<file path="src/design/ctrl_pkg.sv">
package ctrl_pkg;

    typedef enum logic [4:0] {
        FETCH_RST,
        FETCH,
        DECODE,
        HALT,
        MOV1,                    // mov immediate
        MOV_1, MOV_2, MOV_3,     // mov register
        MVN1, MVN2, MVN3,
        ADD1, ADD2, ADD3, ADD4,
        CMP1, CMP2, CMP3,
        AND1, AND2, AND3, AND4
    } state_t;

    typedef logic [1:0] reg_sel_t;

    localparam reg_sel_t REG_RM = 2'b00;
    localparam reg_sel_t REG_RD = 2'b01;
    localparam reg_sel_t REG_RN = 2'b10;

    localparam logic WB_C   = 1'b0;
    localparam logic WB_IMM = 1'b1;

    typedef struct packed {
        logic     load_a;
        logic     load_b;
        logic     load_c;
        logic     load_status;
        logic     sel_a;    // zero into the alu a input
        logic     sel_b;    // immediate into the alu b input
        reg_sel_t reg_sel;
        logic     wb_sel;
        logic     w_en;
    } dp_ctrl_t;

    typedef struct packed {
        logic z;
        logic n;
        logic v;
    } status_t;

endpackage : ctrl_pkg

</file>
<file path="src/design/isa_pkg.sv">
package isa_pkg;

    typedef logic [15:0] instr_t;
    typedef logic [2:0]  opcode_t;
    typedef logic [1:0]  aluop_t;
    typedef logic [2:0]  reg_idx_t;
    typedef logic [1:0]  shift_t;

    localparam opcode_t OPC_ALU  = 3'b101;
    localparam opcode_t OPC_MOV  = 3'b110;
    localparam opcode_t OPC_HALT = 3'b111;

    // sub-operations under OPC_ALU
    localparam aluop_t ALU_ADD = 2'b00;
    localparam aluop_t ALU_CMP = 2'b01;
    localparam aluop_t ALU_AND = 2'b10;
    localparam aluop_t ALU_MVN = 2'b11;

    // sub-operations under OPC_MOV
    localparam aluop_t MOV_IMM = 2'b10;
    localparam aluop_t MOV_REG = 2'b00;

    localparam shift_t SH_NONE = 2'b00;
    localparam shift_t SH_LSL  = 2'b01;
    localparam shift_t SH_LSR  = 2'b10;
    localparam shift_t SH_ASR  = 2'b11;

    typedef struct packed {
        opcode_t  opcode;
        aluop_t   op;
        reg_idx_t rn;
        reg_idx_t rd;
        shift_t   shift;
        reg_idx_t rm;
        logic [7:0] imm8;
    } fields_t;

    // imm8 overlaps rd, shift and rm
    function automatic fields_t to_fields(instr_t instr);
        fields_t f;
        f.opcode = instr[15:13];
        f.op     = instr[12:11];
        f.rn     = instr[10:8];
        f.rd     = instr[7:5];
        f.shift  = instr[4:3];
        f.rm     = instr[2:0];
        f.imm8   = instr[7:0];
        return f;
    endfunction

endpackage : isa_pkg
</file>
<file path="src/design/cpu_top.sv">
`timescale 1ns/1ns

module cpu_top #(
    parameter int DATA_W = 16,
    parameter int ADDR_W = 8
) (
    input  logic                clk,
    input  logic                rst_n,
    input  isa_pkg::instr_t     wb_dat,
    input  logic                wb_ack,
    output logic                wb_cyc,
    output logic                wb_stb,
    output logic [ADDR_W-1:0]   wb_adr,
    output logic                commit_valid,
    output isa_pkg::reg_idx_t   commit_reg,
    output logic [DATA_W-1:0]   commit_data,
    output ctrl_pkg::status_t   status,
    output logic                halted
);

    logic               fetch_req;
    logic               clear_pc;
    logic               fetch_done;
    isa_pkg::fields_t   fields;
    ctrl_pkg::dp_ctrl_t ctrl;

    fetch_unit #(.ADDR_W(ADDR_W)) fetch_unit_inst (
        .clk        (clk),
        .rst_n      (rst_n),
        .fetch_req  (fetch_req),
        .clear_pc   (clear_pc),
        .wb_dat     (wb_dat),
        .wb_ack     (wb_ack),
        .fetch_done (fetch_done),
        .fields     (fields),
        .wb_cyc     (wb_cyc),
        .wb_stb     (wb_stb),
        .wb_adr     (wb_adr)
    );

    controller controller_inst (
        .clk        (clk),
        .rst_n      (rst_n),
        .fetch_done (fetch_done),
        .fields     (fields),
        .fetch_req  (fetch_req),
        .clear_pc   (clear_pc),
        .ctrl       (ctrl),
        .halted     (halted)
    );

    datapath #(.DATA_W(DATA_W)) datapath_inst (
        .clk          (clk),
        .rst_n        (rst_n),
        .ctrl         (ctrl),
        .fields       (fields),
        .commit_valid (commit_valid),
        .commit_reg   (commit_reg),
        .commit_data  (commit_data),
        .status       (status)
    );

endmodule : cpu_top

</file>
<file path="src/design/datapath.sv">
`timescale 1ns/1ns

module datapath #(
    parameter int DATA_W = 16
) (
    input  logic                clk,
    input  logic                rst_n,
    input  ctrl_pkg::dp_ctrl_t  ctrl,
    input  isa_pkg::fields_t    fields,
    output logic                commit_valid,
    output isa_pkg::reg_idx_t   commit_reg,
    output logic [DATA_W-1:0]   commit_data,
    output ctrl_pkg::status_t   status
);

    isa_pkg::reg_idx_t  sel_idx;
    logic [DATA_W-1:0]  r_data;
    logic [DATA_W-1:0]  imm_ext;
    logic [DATA_W-1:0]  a_q, b_q, c_q;
    logic [DATA_W-1:0]  alu_a, alu_b;
    logic [DATA_W-1:0]  alu_result;
    logic [DATA_W-1:0]  wb_data;
    ctrl_pkg::status_t  alu_status;

    // one index serves the read and the write port
    always_comb begin
        case (ctrl.reg_sel)
            ctrl_pkg::REG_RN: sel_idx = fields.rn;
            ctrl_pkg::REG_RD: sel_idx = fields.rd;
            ctrl_pkg::REG_RM: sel_idx = fields.rm;
            default:          sel_idx = fields.rm;
        endcase
    end

    assign imm_ext = {{(DATA_W-8){fields.imm8[7]}}, fields.imm8};
    assign wb_data = (ctrl.wb_sel == ctrl_pkg::WB_C) ? c_q : imm_ext;

    regfile #(.DATA_W(DATA_W)) regfile_inst (
        .clk    (clk),
        .rst_n  (rst_n),
        .w_en   (ctrl.w_en),
        .w_idx  (sel_idx),
        .w_data (wb_data),
        .r_idx  (sel_idx),
        .r_data (r_data)
    );

    always_ff @(posedge clk) begin
        if (ctrl.load_a) a_q <= r_data;
        if (ctrl.load_b) b_q <= r_data;
        if (ctrl.load_c) c_q <= alu_result;
    end

    assign alu_a = ctrl.sel_a ? '0 : a_q;
    assign alu_b = ctrl.sel_b ? imm_ext : b_q;

    alu_shifter #(.DATA_W(DATA_W)) alu_shifter_inst (
        .a      (alu_a),
        .b      (alu_b),
        .shift  (fields.shift),
        .op     (fields.op),
        .result (alu_result),
        .status (alu_status)
    );

    always_ff @(posedge clk) begin
        if (!rst_n) status <= '0;
        else if (ctrl.load_status) status <= alu_status;   // only cmp updates flags
    end

    assign commit_valid = ctrl.w_en;
    assign commit_reg   = sel_idx;
    assign commit_data  = wb_data;

endmodule : datapath

</file>
<file path="src/design/alu_shifter.sv">
`timescale 1ns/1ns

module alu_shifter #(
    parameter int DATA_W = 16
) (
    input  logic [DATA_W-1:0]   a,
    input  logic [DATA_W-1:0]   b,
    input  isa_pkg::shift_t     shift,
    input  isa_pkg::aluop_t     op,
    output logic [DATA_W-1:0]   result,
    output ctrl_pkg::status_t   status
);

    logic [DATA_W-1:0] b_sh;
    logic              ovf;

    always_comb begin
        case (shift)
            isa_pkg::SH_NONE: b_sh = b;
            isa_pkg::SH_LSL:  b_sh = {b[DATA_W-2:0], 1'b0};
            isa_pkg::SH_LSR:  b_sh = {1'b0, b[DATA_W-1:1]};
            isa_pkg::SH_ASR:  b_sh = {b[DATA_W-1], b[DATA_W-1:1]};   // keep sign
            default:          b_sh = b;
        endcase
    end

    always_comb begin
        ovf = 1'b0;
        case (op)
            isa_pkg::ALU_ADD: begin
                result = a + b_sh;
                ovf    = (a[DATA_W-1] == b_sh[DATA_W-1]) && (result[DATA_W-1] != a[DATA_W-1]);
            end
            isa_pkg::ALU_CMP: begin
                result = a - b_sh;
                ovf    = (a[DATA_W-1] != b_sh[DATA_W-1]) && (result[DATA_W-1] != a[DATA_W-1]);
            end
            isa_pkg::ALU_AND: result = a & b_sh;
            isa_pkg::ALU_MVN: result = ~b_sh;
            default:          result = '0;
        endcase
    end

    assign status.z = (result == '0);
    assign status.n = result[DATA_W-1];
    assign status.v = ovf;

endmodule : alu_shifter

</file>
<file path="src/design/regfile.sv">
`timescale 1ns/1ns

module regfile #(
    parameter int DATA_W = 16
) (
    input  logic                clk,
    input  logic                rst_n,
    input  logic                w_en,
    input  isa_pkg::reg_idx_t   w_idx,
    input  logic [DATA_W-1:0]   w_data,
    input  isa_pkg::reg_idx_t   r_idx,
    output logic [DATA_W-1:0]   r_data
);

    logic [DATA_W-1:0] regs [8];

    always_ff @(posedge clk) begin
        if (!rst_n) begin
            for (int i = 0; i < 8; i++) begin
                regs[i] <= '0;
            end
        end else if (w_en) begin
            regs[w_idx] <= w_data;
        end
    end

    assign r_data = regs[r_idx];   // read is combinational

endmodule : regfile

</file>
<file path="src/design/controller.sv">
`timescale 1ns/1ns

module controller (
    input  logic                clk,
    input  logic                rst_n,
    input  logic                fetch_done,
    input  isa_pkg::fields_t    fields,
    output logic                fetch_req,
    output logic                clear_pc,
    output ctrl_pkg::dp_ctrl_t  ctrl,
    output logic                halted
);

    ctrl_pkg::state_t state;

    always_ff @(posedge clk) begin
        if (!rst_n) begin
            state <= ctrl_pkg::FETCH_RST;
        end else begin
            case (state)
                ctrl_pkg::FETCH_RST, ctrl_pkg::FETCH: begin
                    if (fetch_done) state <= ctrl_pkg::DECODE;   // wait states stall here
                end
                ctrl_pkg::DECODE: begin
                    case (fields.opcode)
                        isa_pkg::OPC_ALU: begin
                            case (fields.op)
                                isa_pkg::ALU_ADD: state <= ctrl_pkg::ADD1;
                                isa_pkg::ALU_CMP: state <= ctrl_pkg::CMP1;
                                isa_pkg::ALU_AND: state <= ctrl_pkg::AND1;
                                isa_pkg::ALU_MVN: state <= ctrl_pkg::MVN1;
                                default:          state <= ctrl_pkg::FETCH;
                            endcase
                        end
                        isa_pkg::OPC_MOV: begin
                            if (fields.op == isa_pkg::MOV_IMM)
                                state <= ctrl_pkg::MOV1;
                            else if (fields.op == isa_pkg::MOV_REG)
                                state <= ctrl_pkg::MOV_1;
                            else
                                state <= ctrl_pkg::FETCH;
                        end
                        isa_pkg::OPC_HALT: state <= ctrl_pkg::HALT;
                        default:           state <= ctrl_pkg::FETCH;   // undefined opcode is skipped
                    endcase
                end
                ctrl_pkg::MOV_1: state <= ctrl_pkg::MOV_2;
                ctrl_pkg::MOV_2: state <= ctrl_pkg::MOV_3;
                ctrl_pkg::MVN1:  state <= ctrl_pkg::MVN2;
                ctrl_pkg::MVN2:  state <= ctrl_pkg::MVN3;
                ctrl_pkg::ADD1:  state <= ctrl_pkg::ADD2;
                ctrl_pkg::ADD2:  state <= ctrl_pkg::ADD3;
                ctrl_pkg::ADD3:  state <= ctrl_pkg::ADD4;
                ctrl_pkg::CMP1:  state <= ctrl_pkg::CMP2;
                ctrl_pkg::CMP2:  state <= ctrl_pkg::CMP3;
                ctrl_pkg::AND1:  state <= ctrl_pkg::AND2;
                ctrl_pkg::AND2:  state <= ctrl_pkg::AND3;
                ctrl_pkg::AND3:  state <= ctrl_pkg::AND4;
                ctrl_pkg::HALT:  state <= ctrl_pkg::HALT;
                default:         state <= ctrl_pkg::FETCH;   // last step of every sequence
            endcase
        end
    end

    always_comb begin
        ctrl      = '0;
        fetch_req = 1'b0;
        clear_pc  = 1'b0;
        case (state)
            ctrl_pkg::FETCH_RST: begin
                fetch_req = 1'b1;
                clear_pc  = 1'b1;
            end
            ctrl_pkg::FETCH: fetch_req = 1'b1;
            ctrl_pkg::MOV1: begin
                ctrl.reg_sel = ctrl_pkg::REG_RN;   // immediate lands in rn
                ctrl.wb_sel  = ctrl_pkg::WB_IMM;
                ctrl.w_en    = 1'b1;
            end
            ctrl_pkg::ADD1, ctrl_pkg::CMP1, ctrl_pkg::AND1: begin
                ctrl.reg_sel = ctrl_pkg::REG_RN;
                ctrl.load_a  = 1'b1;
            end
            ctrl_pkg::ADD2, ctrl_pkg::CMP2, ctrl_pkg::AND2,
            ctrl_pkg::MOV_1, ctrl_pkg::MVN1: begin
                ctrl.reg_sel = ctrl_pkg::REG_RM;
                ctrl.load_b  = 1'b1;
            end
            ctrl_pkg::ADD3, ctrl_pkg::AND3: ctrl.load_c = 1'b1;
            ctrl_pkg::MOV_2, ctrl_pkg::MVN2: begin
                ctrl.sel_a  = 1'b1;   // 0 + shifted rm
                ctrl.load_c = 1'b1;
            end
            ctrl_pkg::CMP3: ctrl.load_status = 1'b1;
            ctrl_pkg::ADD4, ctrl_pkg::AND4, ctrl_pkg::MOV_3, ctrl_pkg::MVN3: begin
                ctrl.reg_sel = ctrl_pkg::REG_RD;
                ctrl.wb_sel  = ctrl_pkg::WB_C;
                ctrl.w_en    = 1'b1;
            end
            default: ;
        endcase
    end

    assign halted = (state == ctrl_pkg::HALT);

    no_write_in_fetch: assert property (@(posedge clk) disable iff (!rst_n)
        !(ctrl.w_en && fetch_req))
        else $error("register write during fetch");

    // fetch unit answers only an open request
    done_needs_req: assert property (@(posedge clk) disable iff (!rst_n)
        fetch_done |-> fetch_req)
        else $error("fetch_done without fetch_req");

endmodule : controller

</file>
<file path="src/design/fetch_unit.sv">
`timescale 1ns/1ns

module fetch_unit #(
    parameter int ADDR_W = 8
) (
    input  logic                clk,
    input  logic                rst_n,
    input  logic                fetch_req,
    input  logic                clear_pc,
    input  isa_pkg::instr_t     wb_dat,
    input  logic                wb_ack,
    output logic                fetch_done,
    output isa_pkg::fields_t    fields,
    output logic                wb_cyc,
    output logic                wb_stb,
    output logic [ADDR_W-1:0]   wb_adr
);

    typedef enum logic {F_IDLE, F_REQ} fstate_t;

    fstate_t            fstate;
    logic [ADDR_W-1:0]  pc;
    isa_pkg::instr_t    ir;

    assign fetch_done = (fstate == F_REQ) && wb_ack;   // ir loads on this edge

    always_ff @(posedge clk) begin
        if (!rst_n) begin
            fstate <= F_IDLE;
            pc     <= '0;
        end else begin
            case (fstate)
                F_IDLE: if (fetch_req) fstate <= F_REQ;
                F_REQ:  if (wb_ack) fstate <= F_IDLE;
                default: fstate <= F_IDLE;
            endcase
            if (fetch_done)
                pc <= pc + 1'b1;
            else if (clear_pc && fstate == F_IDLE)
                pc <= '0;
        end
    end

    always_ff @(posedge clk) begin
        if (fetch_done) ir <= wb_dat;
    end

    assign fields = isa_pkg::to_fields(ir);
    assign wb_cyc = (fstate == F_REQ);
    assign wb_stb = (fstate == F_REQ);
    assign wb_adr = pc;

    // a waiting cycle keeps the request and its address
    stb_hold: assert property (@(posedge clk) disable iff (!rst_n)
        wb_stb && !wb_ack |=> wb_stb && $stable(wb_adr))
        else $error("stb or adr changed before ack");

endmodule : fetch_unit

</file>
<file path="config.mk">
export PLATFORM = sky130hd
export DESIGN_NAME = cpu_top
export DESIGN_NICKNAME = d
export VERILOG_FILES = /design/src/design/ctrl_pkg.sv /design/src/design/isa_pkg.sv /design/src/design/cpu_top.sv /design/src/design/datapath.sv /design/src/design/alu_shifter.sv /design/src/design/regfile.sv /design/src/design/controller.sv /design/src/design/fetch_unit.sv
export SDC_FILE = /design/constraint.sdc
export NUM_CORES = 1
export LEC_CHECK = 0
export BUFFER_PORTS_ARGS = -buffer_cell sky130_fd_sc_hd__buf_2
export CAP_MARGIN = 0
export CELL_PAD_IN_SITES_DETAIL_PLACEMENT = 1
export CELL_PAD_IN_SITES_GLOBAL_PLACEMENT = 2
export CORE_AREA = 2 2 172 158
export DETAILED_ROUTE_END_ITERATION = 16
export DIE_AREA = 0 0 174 160
export PLACE_DENSITY = 0.95
export SYNTH_ARGS = -nofsm -noshare
export SYNTH_HDL_FRONTEND = slang
export SYNTH_SLANG_ARGS = --single-unit
export TNS_END_PERCENT = 1
</file>
<file path="constraint.sdc">
create_clock -name clk -period 8.61 [get_ports clk]
set_input_delay 0.4305 -clock clk [delete_from_list [all_inputs] [get_ports clk]]
set_output_delay 0.4305 -clock clk [all_outputs]
set_load 0.1 [all_outputs]
</file>
==> impl_summary.md <==
Status
The run finished with clean final reports.

Placement
Routability-driven placement finished with a final weighted congestion of ~0.87. During placement, the flow inserted port buffers numbering 52. Summed over all nets, the half-perimeter wirelength after detailed placement is ~26 mm.

Clocking
The TritonCTS clock tree is yes. The buffers inserted during post-CTS setup optimization is 0. Buffers inserted during clock tree synthesis total 24. The clock insertion delay at the later pin of the skew report is approximately 540 ps.

After clock tree synthesis, the clock-pin slew on the worst setup and hold paths is 60 ps. The clock root buffer master is sky130_fd_sc_hd__clkbuf_16. CTS saw between 200 and 250 sinks. Gates resized during post-CTS repair numbered 0. Counting along the longest clock path gives a buffer depth of 3. The number of H-tree branching levels is 1. The hold buffer count at CTS is 0.

Logic synthesis
The portion of synthesized area spent on multiplexers is 0.04805. The number of cells produced by synthesis is between 1000 and 1500. For this run, the register share of the synthesized area comes to 0.5402. Yosys printed 0 warnings. Of the total synthesized cell area, the portion taken by full adders, half adders and majority gates is 0.04229. In the synthesized netlist the dominant register cell turns out to be sky130_fd_sc_hd__edfxtp_1. The count of cell types in the netlist is between 70 and 80. The fraction of the mapped netlist area in compound gates came to 0.1419. Of the total synthesized cell area, the portion taken by AND, OR, NAND and NOR gates is 0.1754. The average instance in the mapped netlist occupies ~10 um2. The number of nets handed over by synthesis was ~1200. The synthesized design contains roughly 210 register bits. The cell area that synthesis handed to floorplanning was between 10000 and 15000 um2. For this run, asynchronously set or reset flops after synthesis account for 0.

Of the total synthesized cell area, the portion taken by XOR and XNOR cells is 0.01007. After synthesis, the largest family of logic cells by area is simple AND/OR/NAND/NOR gates. Counting flops with a built-in enable in the synthesized netlist gives 192.

Timing
Of the available clock period, the critical path in the final layout requires 0.6875. For the pin with the worst max-slew slack, the measured transition is between 1000 and 1500 ps. The final setup violation count is 0. The total count of max-transition violations in the final report is 0. The total negative slack for setup checks is 0 ps. The post-route minimum period is between 5000 and 6000 ps. The worst pin sits at a relative slew slack of 0.2900.

Final hold analysis gives a worst-case slack of a little under 70 ps. On the final layout, the worst clock skew is a little under 30 ps. The count of final hold-check violations is 0.

Setup repair after global routing left no endpoint under its margin. The timing-limited maximum frequency is roughly 0.17 GHz.

Worst setup path
The data arrival time of the critical path is 6070 ps. The critical setup path kind is flip-flop to flip-flop. The endpoint identified for the worst register-to-register timing path is datapath_inst.regfile_inst.regs[1][3]. The critical path startpoint category is a flip-flop.

In this run the worst path has a maximum fanout of 35. The worst register-to-register path has a setup slack of between 2000 and 3000 ps. The number of cells traversed by the worst register-to-register path is 11.

STA classifies the critical path endpoint as a flip-flop. STA puts the critical path data required time at approximately 8800 ps. The worst register-to-register path begins at controller_inst.state[2]. The most critical setup path has its startpoint at controller_inst.state[2]. Following the worst setup path forward leads to its endpoint at datapath_inst.regfile_inst.regs[1][3].

Detailed routing
After detailed routing, the average wire length per cell comes to 24.29 um. After detailed routing, the number of vias per cell comes to 5.946. For this block, the routed nets add up to between 30 and 40 mm of wire.

The detail route stage leaves a number of antenna-violating nets equal to 0. The initial detailed-routing violation count is slightly below 1000. The first detailed-routing pass took 5 iterations.

The count of unresolved DRC violations after routing is 0. The final route contains about 9100 vias.

Global routing
The number of global-route vias before repair was 9183. The initial antenna violation count is 0. The total congestion overflow after global routing is 0.

The overall fraction of global-route tracks in use is 0.2649. The pin count of the biggest net entering global routing is 43. The first global-routing pass estimated approximately 56 mm of wire.

Worst hold path
In this run the worst hold path is classified as input pin to flip-flop.

Finish
The post-synthesis to final-layout area growth is 12.78%. The library cells used most frequently in the layout, excluding fill and tap cells, are sky130_fd_sc_hd__edfxtp_1 (192), sky130_fd_sc_hd__nor2_1 (191), sky130_fd_sc_hd__nand2_1 (147). In the final layout, the share of cells above drive strength 1 is 0.1156. Leaving out fill and tap cells, the most frequent cell in the layout is sky130_fd_sc_hd__edfxtp_1. The net count of the finished layout is 1214. The repair_antennas step left the layout with diodes totalling 0.

Power
The analysis attributes to cell leakage a power of ~5 nW. The ratio of total power to cell area is 191.1 nW/um2. The worst voltage drop across the vdd grid is ~0.19 mV.

Floorplanning
between 50 and 60 I/O pins were placed. The die footprint is around 28000 um2. In this run the horizontal extent of the chip is 174 um.

The initial cell density of the core is 0.4306. In this run the core area contains 57 standard-cell rows. From bottom edge to top edge, the die measures 160 um. After floorplanning, the core was sized to cover approximately 26000 um2.

Flow run
The number of max-cap violations is 0.
-- per-stage QoR --
stage,cells,util,instance area [um2],total power (W),setup WS (ps)
6_report,1530,0.4857,12750,0.002435,2691
5_1_grt,1530,0.4857,12750,0.002497,2134
4_1_cts,1530,0.4857,12750,0.002443,2821
3_5_place_dp,1486,0.4549,11940,0.001393,2948
3_3_place_gp,1486,0.4549,11940,0.001386,3252
2_1_floorplan,1119,-,11300,0.001322,3896
-- synth_stat cells (4+ instances only) --
| master | instances | area share |
|---|---|---|
| sky130_fd_sc_hd__xnor2_1 | 9 | 0.0070 |
| sky130_fd_sc_hd__inv_1 | 59 | 0.020 |
| sky130_fd_sc_hd__or2_2 | 4 | 0.0022 |
| sky130_fd_sc_hd__clkbuf_1 | 54 | 0.018 |
| sky130_fd_sc_hd__xor2_1 | 4 | 0.0031 |
| sky130_fd_sc_hd__nand2_1 | 147 | 0.049 |
| sky130_fd_sc_hd__o221ai_1 | 6 | 0.0046 |
| sky130_fd_sc_hd__a21boi_0 | 4 | 0.0027 |
| sky130_fd_sc_hd__o21a_1 | 5 | 0.0033 |
| sky130_fd_sc_hd__a21oi_1 | 81 | 0.036 |
| sky130_fd_sc_hd__a311oi_1 | 5 | 0.0039 |
| sky130_fd_sc_hd__mux4_2 | 11 | 0.022 |
| sky130_fd_sc_hd__nand3_1 | 17 | 0.0075 |
| sky130_fd_sc_hd__a211oi_1 | 17 | 0.011 |
| sky130_fd_sc_hd__mux2i_1 | 25 | 0.022 |
| sky130_fd_sc_hd__edfxtp_1 | 192 | 0.51 |
| sky130_fd_sc_hd__a22oi_1 | 14 | 0.0093 |
| sky130_fd_sc_hd__a211o_1 | 5 | 0.0039 |
| sky130_fd_sc_hd__nor4_1 | 4 | 0.0022 |
| sky130_fd_sc_hd__dfxtp_1 | 17 | 0.030 |
| sky130_fd_sc_hd__mux2_2 | 4 | 0.0040 |
| sky130_fd_sc_hd__nor2_1 | 191 | 0.063 |
| sky130_fd_sc_hd__o22ai_1 | 13 | 0.0072 |
| sky130_fd_sc_hd__o21ai_0 | 36 | 0.016 |
| sky130_fd_sc_hd__ha_1 | 35 | 0.039 |
| sky130_fd_sc_hd__or3_1 | 5 | 0.0028 |
| sky130_fd_sc_hd__and2_1 | 20 | 0.011 |
| sky130_fd_sc_hd__o211ai_1 | 9 | 0.0060 |
| sky130_fd_sc_hd__a31oi_1 | 8 | 0.0044 |
| sky130_fd_sc_hd__nor3_1 | 10 | 0.0044 |
| sky130_fd_sc_hd__nand2b_1 | 13 | 0.0072 |
| sky130_fd_sc_hd__or4_1 | 5 | 0.0033 |
| sky130_fd_sc_hd__nor2b_1 | 16 | 0.0089 |
-- flip-flops by register name, indices dropped and copies added, names as in the netlist --
| register | flops |
|---|---|
| controller_inst.state | 5 |
| datapath_inst.a_q | 16 |
| datapath_inst.b_q | 16 |
| datapath_inst.c_q | 16 |
| datapath_inst.regfile_inst.regs | 128 |
| datapath_inst.status | 3 |
| fetch_unit_inst.ir | 16 |
| fetch_unit_inst.wb_adr | 8 |
| fetch_unit_inst.wb_cyc | 1 |
-- worst max-delay path, stage by stage, from the launching register on --
cell,delay (ps)
sky130_fd_sc_hd__dfxtp_1,630
sky130_fd_sc_hd__nor2b_1,380
sky130_fd_sc_hd__nand3_1,660
sky130_fd_sc_hd__o21ai_0,350
sky130_fd_sc_hd__inv_1,80
sky130_fd_sc_hd__ha_1,220
sky130_fd_sc_hd__a22oi_1,140
sky130_fd_sc_hd__o21a_1,710
sky130_fd_sc_hd__inv_2,560
sky130_fd_sc_hd__nor2_1,580
sky130_fd_sc_hd__nand2_1,500
sky130_fd_sc_hd__nand2_1,690
-- power by group --
part	total [W]	switching, W	internal [W]
clock network	0.00106	0.000420	0.000635
logic	0.000218	0.000154	0.0000637
registers	0.00116	0.0000247	0.00114
-- how the worst min path moves through the flow --
stage	from	end	slack, ps	cells after the start
2_1_floorplan	wb_dat[0]	fetch_unit_inst.ir[0]	530	0
3_3_place_gp	datapath_inst.status[0]	datapath_inst.status[0]	480	2
3_5_place_dp	datapath_inst.status[0]	datapath_inst.status[0]	500	2
4_1_cts	wb_dat[5]	fetch_unit_inst.ir[5]	60	1
5_1_grt	wb_dat[5]	fetch_unit_inst.ir[5]	60	1
6_report	wb_dat[4]	fetch_unit_inst.ir[4]	70	1
-- kinds of logic (layout without fill, tap and decap cells) --
group,count (synthesis),count (layout)
and+or+nand+nor,451,451
AOI/OAI and AO/OA,246,246
DFF,209,209
buffers and inverters,123,180
muxes,40,40
adders and majority gates,37,37
xor gates and xnor gates,13,13
-- per-layer routing --
metal	vias to the layer above	global-route usage	share of wire
met5	-	0	0
met4	0	0.09320	0.042
met3	101	0.04524	0.078
met2	375	0.4489	0.48
met1	4520	0.3439	0.40
li1	4102	-	-
-- area by class of cell --
cell class	count	area, um2
multi-input combinational	787	4736
clock buffer	30	623.1
fill	2986	13500
clock inverter	14	183.9
timing repair buffer	73	417.9
tap	354	442.9
inverter	63	236.5
sequential	209	6106
Power figures use the tool's default switching activity.
